`src/rtl/cache_pkg.sv`:
```
/* cache_pkg
   geometry of the direct-mapped write-through cache, memory model
   constants, FSM encodings and the address union */
package cache_pkg;

  localparam int addr_w     = 64;
  localparam int data_w     = 64;
  localparam int block_w    = 512;
  localparam int num_lines  = 512;

  localparam int off_w      = 6;
  localparam int idx_w      = 9;
  localparam int tag_w      = addr_w - idx_w - off_w; // 49
  localparam int word_sel_w = 3;  // upper offset bits

  localparam int mem_lat    = 4;
  localparam int mem_blocks = 1024;
  localparam int mem_idx_w  = $clog2(mem_blocks);
  localparam int lat_cnt_w  = $clog2(mem_lat + 1);

  // controller states
  localparam int state_w = 3;
  localparam logic [state_w-1:0] st_idle       = 3'd0;
  localparam logic [state_w-1:0] st_lookup     = 3'd1;
  localparam logic [state_w-1:0] st_req_mem    = 3'd2;
  localparam logic [state_w-1:0] st_wait_fill  = 3'd3;
  localparam logic [state_w-1:0] st_write_mem  = 3'd4;
  localparam logic [state_w-1:0] st_wait_write = 3'd5;
  localparam logic [state_w-1:0] st_done       = 3'd6;

  // byte address, seen either flat or split into cache fields
  typedef union packed {
    logic [addr_w-1:0] raw;
    struct packed {
      logic [tag_w-1:0] tag;
      logic [idx_w-1:0] index;
      logic [off_w-1:0] offset;
    } f;
  } cache_addr_t;

endpackage
```
`src/rtl/cache_ctrl.sv`:
```
`timescale 1ns/1ps
/* cache_ctrl
   request FSM sequencing lookup, miss fill, write-through and completion */
module cache_ctrl
  import cache_pkg::*;
(
  input  logic               clk,
  input  logic               rst,
  input  logic               enable,
  input  logic               wr_en,
  input  logic [addr_w-1:0]  r_addr,
  input  logic [addr_w-1:0]  w_addr,
  input  logic [data_w-1:0]  data_in,
  input  logic               line_hit,
  input  logic [data_w-1:0]  rd_word,
  input  logic               mem_data_valid,
  input  logic [block_w-1:0] mem_data_in,
  output logic [data_w-1:0]  data_out,
  output logic               operation_complete,
  output logic               hit,
  output cache_addr_t        addr,
  output logic               fill_en,
  output logic               wr_word_en,
  output logic [data_w-1:0]  wr_word,
  output cache_addr_t        mem_address,
  output logic [data_w-1:0]  mem_data_out,
  output logic               mem_rd_en,
  output logic               mem_wr_en
);

  logic [state_w-1:0] state;
  logic [state_w-1:0] state_nxt;

  cache_addr_t        addr_q;
  logic [data_w-1:0]  data_q;
  logic               wr_q;     // latched request kind
  logic               confirm;  // next lookup is the one that answers a read
  logic [data_w-1:0]  fill_word;

  assign addr         = addr_q;
  assign mem_address  = addr_q;
  assign wr_word      = data_q;
  assign mem_data_out = data_q;

  assign fill_en    = (state == st_wait_fill) && mem_data_valid;
  assign wr_word_en = (state == st_lookup) && wr_q && line_hit;

  // requested word inside the returning block
  assign fill_word = mem_data_in[addr_q.f.offset[off_w-1 -: word_sel_w]*data_w +: data_w];

  always_comb begin
    state_nxt = state;
    case (state)
      st_idle: begin
        if (enable) begin
          state_nxt = st_lookup;
        end
      end
      st_lookup: begin
        if (wr_q) begin
          state_nxt = st_write_mem;  // hit or miss, always goes through
        end else if (!line_hit) begin
          state_nxt = st_req_mem;
        end else if (confirm) begin
          state_nxt = st_done;
        end
      end
      st_req_mem:   state_nxt = st_wait_fill;
      st_wait_fill: begin
        if (mem_data_valid) begin
          state_nxt = st_lookup;
        end
      end
      st_write_mem: state_nxt = st_wait_write;
      st_wait_write: begin
        if (mem_data_valid) begin
          state_nxt = st_done;
        end
      end
      st_done: state_nxt = st_idle;
      default: state_nxt = st_idle;
    endcase
  end

  always_ff @(posedge clk) begin
    if (rst) begin
      state              <= st_idle;
      confirm            <= 1'b0;
      hit                <= 1'b0;
      data_out           <= '0;
      operation_complete <= 1'b0;
      mem_rd_en          <= 1'b0;
      mem_wr_en          <= 1'b0;
    end else begin
      state              <= state_nxt;
      operation_complete <= (state_nxt == st_done);
      mem_rd_en          <= (state == st_req_mem);   // one-cycle pulses
      mem_wr_en          <= (state == st_write_mem);

      if (state == st_idle) begin
        confirm <= 1'b0;
      end else if (fill_en || (state == st_lookup && !wr_q && line_hit)) begin
        confirm <= 1'b1;
      end

      if (state == st_lookup && !confirm) begin
        hit <= line_hit;  // first lookup only
      end

      if (state == st_lookup && !wr_q && line_hit && confirm) begin
        data_out <= rd_word;
      end
    end
  end

  // request is sampled only in idle
  always_ff @(posedge clk) begin
    if (state == st_idle && enable) begin
      addr_q.raw <= wr_en ? w_addr : r_addr;
      data_q     <= data_in;
      wr_q       <= wr_en;
    end
  end

  a_complete_pulse: assert property (
    @(posedge clk) disable iff (rst)
    operation_complete |=> !operation_complete
  ) else $error("operation_complete held longer than one cycle");

  a_mem_one_req: assert property (
    @(posedge clk) disable iff (rst)
    !(mem_rd_en && mem_wr_en)
  ) else $error("read and write request to memory together");

  // the filled line must serve the requested word on the next lookup
  a_fill_lands: assert property (
    @(posedge clk) disable iff (rst)
    fill_en |-> mem_data_valid ##1 (rd_word == $past(fill_word))
  ) else $error("fill without valid data or fill not visible in the line");

endmodule

```
`config.mk`:
```
export PLATFORM = sky130hd
export DESIGN_NAME = cache_ctrl
export DESIGN_NICKNAME = d
export VERILOG_FILES = /design/src/rtl/cache_pkg.sv /design/src/rtl/cache_ctrl.sv
export SDC_FILE = /design/constraint.sdc
export NUM_CORES = 1
export LEC_CHECK = 0
export ABC_AREA = 0
export BUFFER_PORTS_ARGS = -buffer_cell sky130_fd_sc_hd__buf_2
export CORE_AREA = 2 2 433 435
export DETAILED_ROUTE_END_ITERATION = 7
export DIE_AREA = 0 0 435 437
export PLACE_DENSITY = 0.31
export REMOVE_ABC_BUFFERS = 1
export SYNTH_ARGS = -nofsm -noshare
export SYNTH_HDL_FRONTEND = slang
export SYNTH_SLANG_ARGS = --single-unit
```
`constraint.sdc`:
```
create_clock -name clk -period 11.7 [get_ports clk]
set_clock_uncertainty 0.15 [all_clocks]
set_input_delay 1.17 -clock clk [delete_from_list [all_inputs] [get_ports clk]]
set_output_delay 1.17 -clock clk [all_outputs]
set_load 0.01 [all_outputs]
```
==> run_results.csv <==
group,metric,value,unit
setup_path,crit_fanout,53,
setup_path,slowest_stage,"buf_4",
run,drv_cap,0,
sta,fmax,0.304,GHz
sta,fin_crit_sh,28.1,%
sta,tns,0,ps
setup_path,cp.arrival,3390,ps
cells_and_area,layout-drive-gt1-share,62.0,%
route,drt-initial-drc-count,324,
cells_and_area,stdcell_count,3626,
route,vias,6587,
synth,yosys_register_bits,201,
synth,yosys.area.top_type,"edfxtp_1",
floorplan,rows,158,
synth,avgSynthCellArea,13.7,sq um
route,routed_via_density,1.82,
sta,relSlewSlack,46.6,%
floorplan,die_area,190000,sq um
setup_path,crit_type,"input port to register",
floorplan,die_w,435,microns
route,drc,0,
synth,synth_area,8910,sq um
global_route,grt_pass1_wl,77.4,mm
hold_path,hold_path.class,"register to register",
floorplan,fp.dieH,437,microns
place,globalplace.congestion,0.801,
outcome,outcome,"complete, no violations",
clocking,ctsHoldBuffers,0,
sta,drv_slew,0,
synth,synthXorXnorAreaFrac,0,%
sta,fin_hold_ws,317,ps
synth,yosysTopAreaCellShare,43.5,%
floorplan,core,185000,sq um
floorplan,boundaryPins,1100,
cells_and_area,area_growth,65.7,%
synth,synth_compound_area_share,0.716,%
place,dp_cells,3564,
synth,synth_simple_gate_area_share,10.4,%
sta,setup_viol,0,
synth,netlist_instances,651,
global_route,grt_max_degree,80,
setup_path,worstSetupStartpointType,"input port",
floorplan,start_util,4.82,%
clocking,insertion_delay,630,ps
power_and_ir_drop,power.leakage,5.41,nW
clocking,post_cts_buffers,0,
setup_path,path_cells,"buf_2, nor2b_1, and2_4, buf_4, buf_4",
synth,yosysWarningCount,0,
global_route,grt_pass1_vias,6448,
power_and_ir_drop,irDropWorstVdd,0.0931,mV
clocking,cts_buffer_depth,3,
setup_path,crit_required,11810,ps
synth,synthAdderAreaFrac,0,%
synth,muxShareOfSynthArea,15.5,%
synth,synth.area.top_cells,"edfxtp_1, dfxtp_1, buf_4",
global_route,antenna_found_initial,24,
global_route,grt.total_usage,6.45,%
synth,synth_top_family_by_area,"multiplexers",
sta,rsz0062_at_grt,"false",
power_and_ir_drop,power_density,144,nW/um^2
clocking,numCtsBuffers,30,
setup_path,cpPeakStageDelay,700,ps
clocking,clk_pin_slew,50,ps
setup_path,end_kind,"register",
cells_and_area,finalNetCount,1890,
setup_path,crit_top_cell,"buf_4",
synth,ys_seq_area_share,59.7,%
cells_and_area,final_cell_mix,"buf_2, nand2b_1, edfxtp_1",
place,io_buffers,587,
route,dr.pass1.iters,4,
route,antenna_left,0,
sta,hold_violations,0,
clocking,htreeDepth,1,
synth,yosysUniqueCellTypes,29,
clocking,cts_resized,0,
route,post_drt_wl_per_cell,17.8,microns
sta,min_period,3290,ps
place,dp_hpwl,56.0,mm
global_route,grt-ovfl-total,0,
sta,worst_slew_pin_slew,800,ps
clocking,clock_sinks,201,
route,totalWireLength,64.5,mm
cells_and_area,layout_commonest_cell,"buf_2",
cells_and_area,fin_util,7.98,%
power_and_ir_drop,total_power,0.00213,W
clocking,cts_tree,"built",
clocking,cts_root_buf,"clkbuf_16",
-- sequential cells by signal, summed over array words and instances, names as in the netlist --
signal	cells
addr	64
hit	1
mem_rd_en	1
mem_data_out	64
mem_wr_en	1
confirm	1
wr_q	1
operation_complete	1
state	3
data_out	64
-- synthesized netlist by cell type (all sizes together) --
cell,number
a211oi,2
a21oi,2
a31oi,1
a32o,1
a41oi,1
and2,1
and3,1
buf,137
clkbuf,23
dfxtp,72
edfxtp,129
inv,2
mux2,65
mux2i,65
nand2,3
nand2b,129
nor2,4
nor2b,1
nor3,4
nor4,1
nor4b,2
o21a,1
o22ai,1
or2,1
or3,1
or4,1
-- where the power goes --
| group | total, W | internal [W] | switching, W |
|---|---|---|---|
| Sequential | 0.000893 | 0.000826 | 0.0000668 |
| Combinational | 0.000319 | 0.000123 | 0.000197 |
| Clock | 0.000918 | 0.000521 | 0.000397 |
| Total | 0.00213 | 0.00147 | 0.000660 |
-- stage by stage --
step / setup WS (ps) / area, sq um
6_report: 8410 / 14800
5_1_grt: 8220 / 14700
4_1_cts: 8370 / 14700
3_5_place_dp: 7650 / 13800
3_3_place_gp: 7630 / 13800
2_1_floorplan: 6740 / 7700
-- path summary, 6_finish.rpt --
path	from	end	slack, ps	depth (start not counted)
setup / recovery	enable	mem_data_out[57]	8410	5
hold / removal	data_out[38]	data_out[38]	320	2
setup reg to reg	state[0]	mem_data_out[57]	8600	4
hold reg to reg	data_out[38]	data_out[38]	320	2
-- metal layers --
metal  wire length (microns)  vias up  GRT usage, %
met2                   39800      237          13.9
met5                      34        -             0
li1                        -     3064             -
met3                    3440       61          1.55
met1                   20300     3219          6.03
met4                     913        6         0.812
-- worst max-delay path: cells and delay by family --
family	cells	cell delay, ps
buf+inv	3	1380
simple gates	2	740
-- final cells by class --
type	instances	area [sq um]
diodes	6	15.0
clock buffers	37	787
clock inverters	19	166
fillers	21700	170000
inverters	2	7.51
multi-input cells	288	2380
flip-flops and latches	201	5320
well taps	2480	3100
repair buffers	593	2990
-- kinds of logic after synthesis --
kind of cell           count (synthesis)
buffers and inverters                162
multiplexers                         130
AND/OR/NAND/NOR                      149
flip-flops                           201
AO/OA/AOI/OAI                          9
Note: power is estimated with default switching activity, not from simulation.
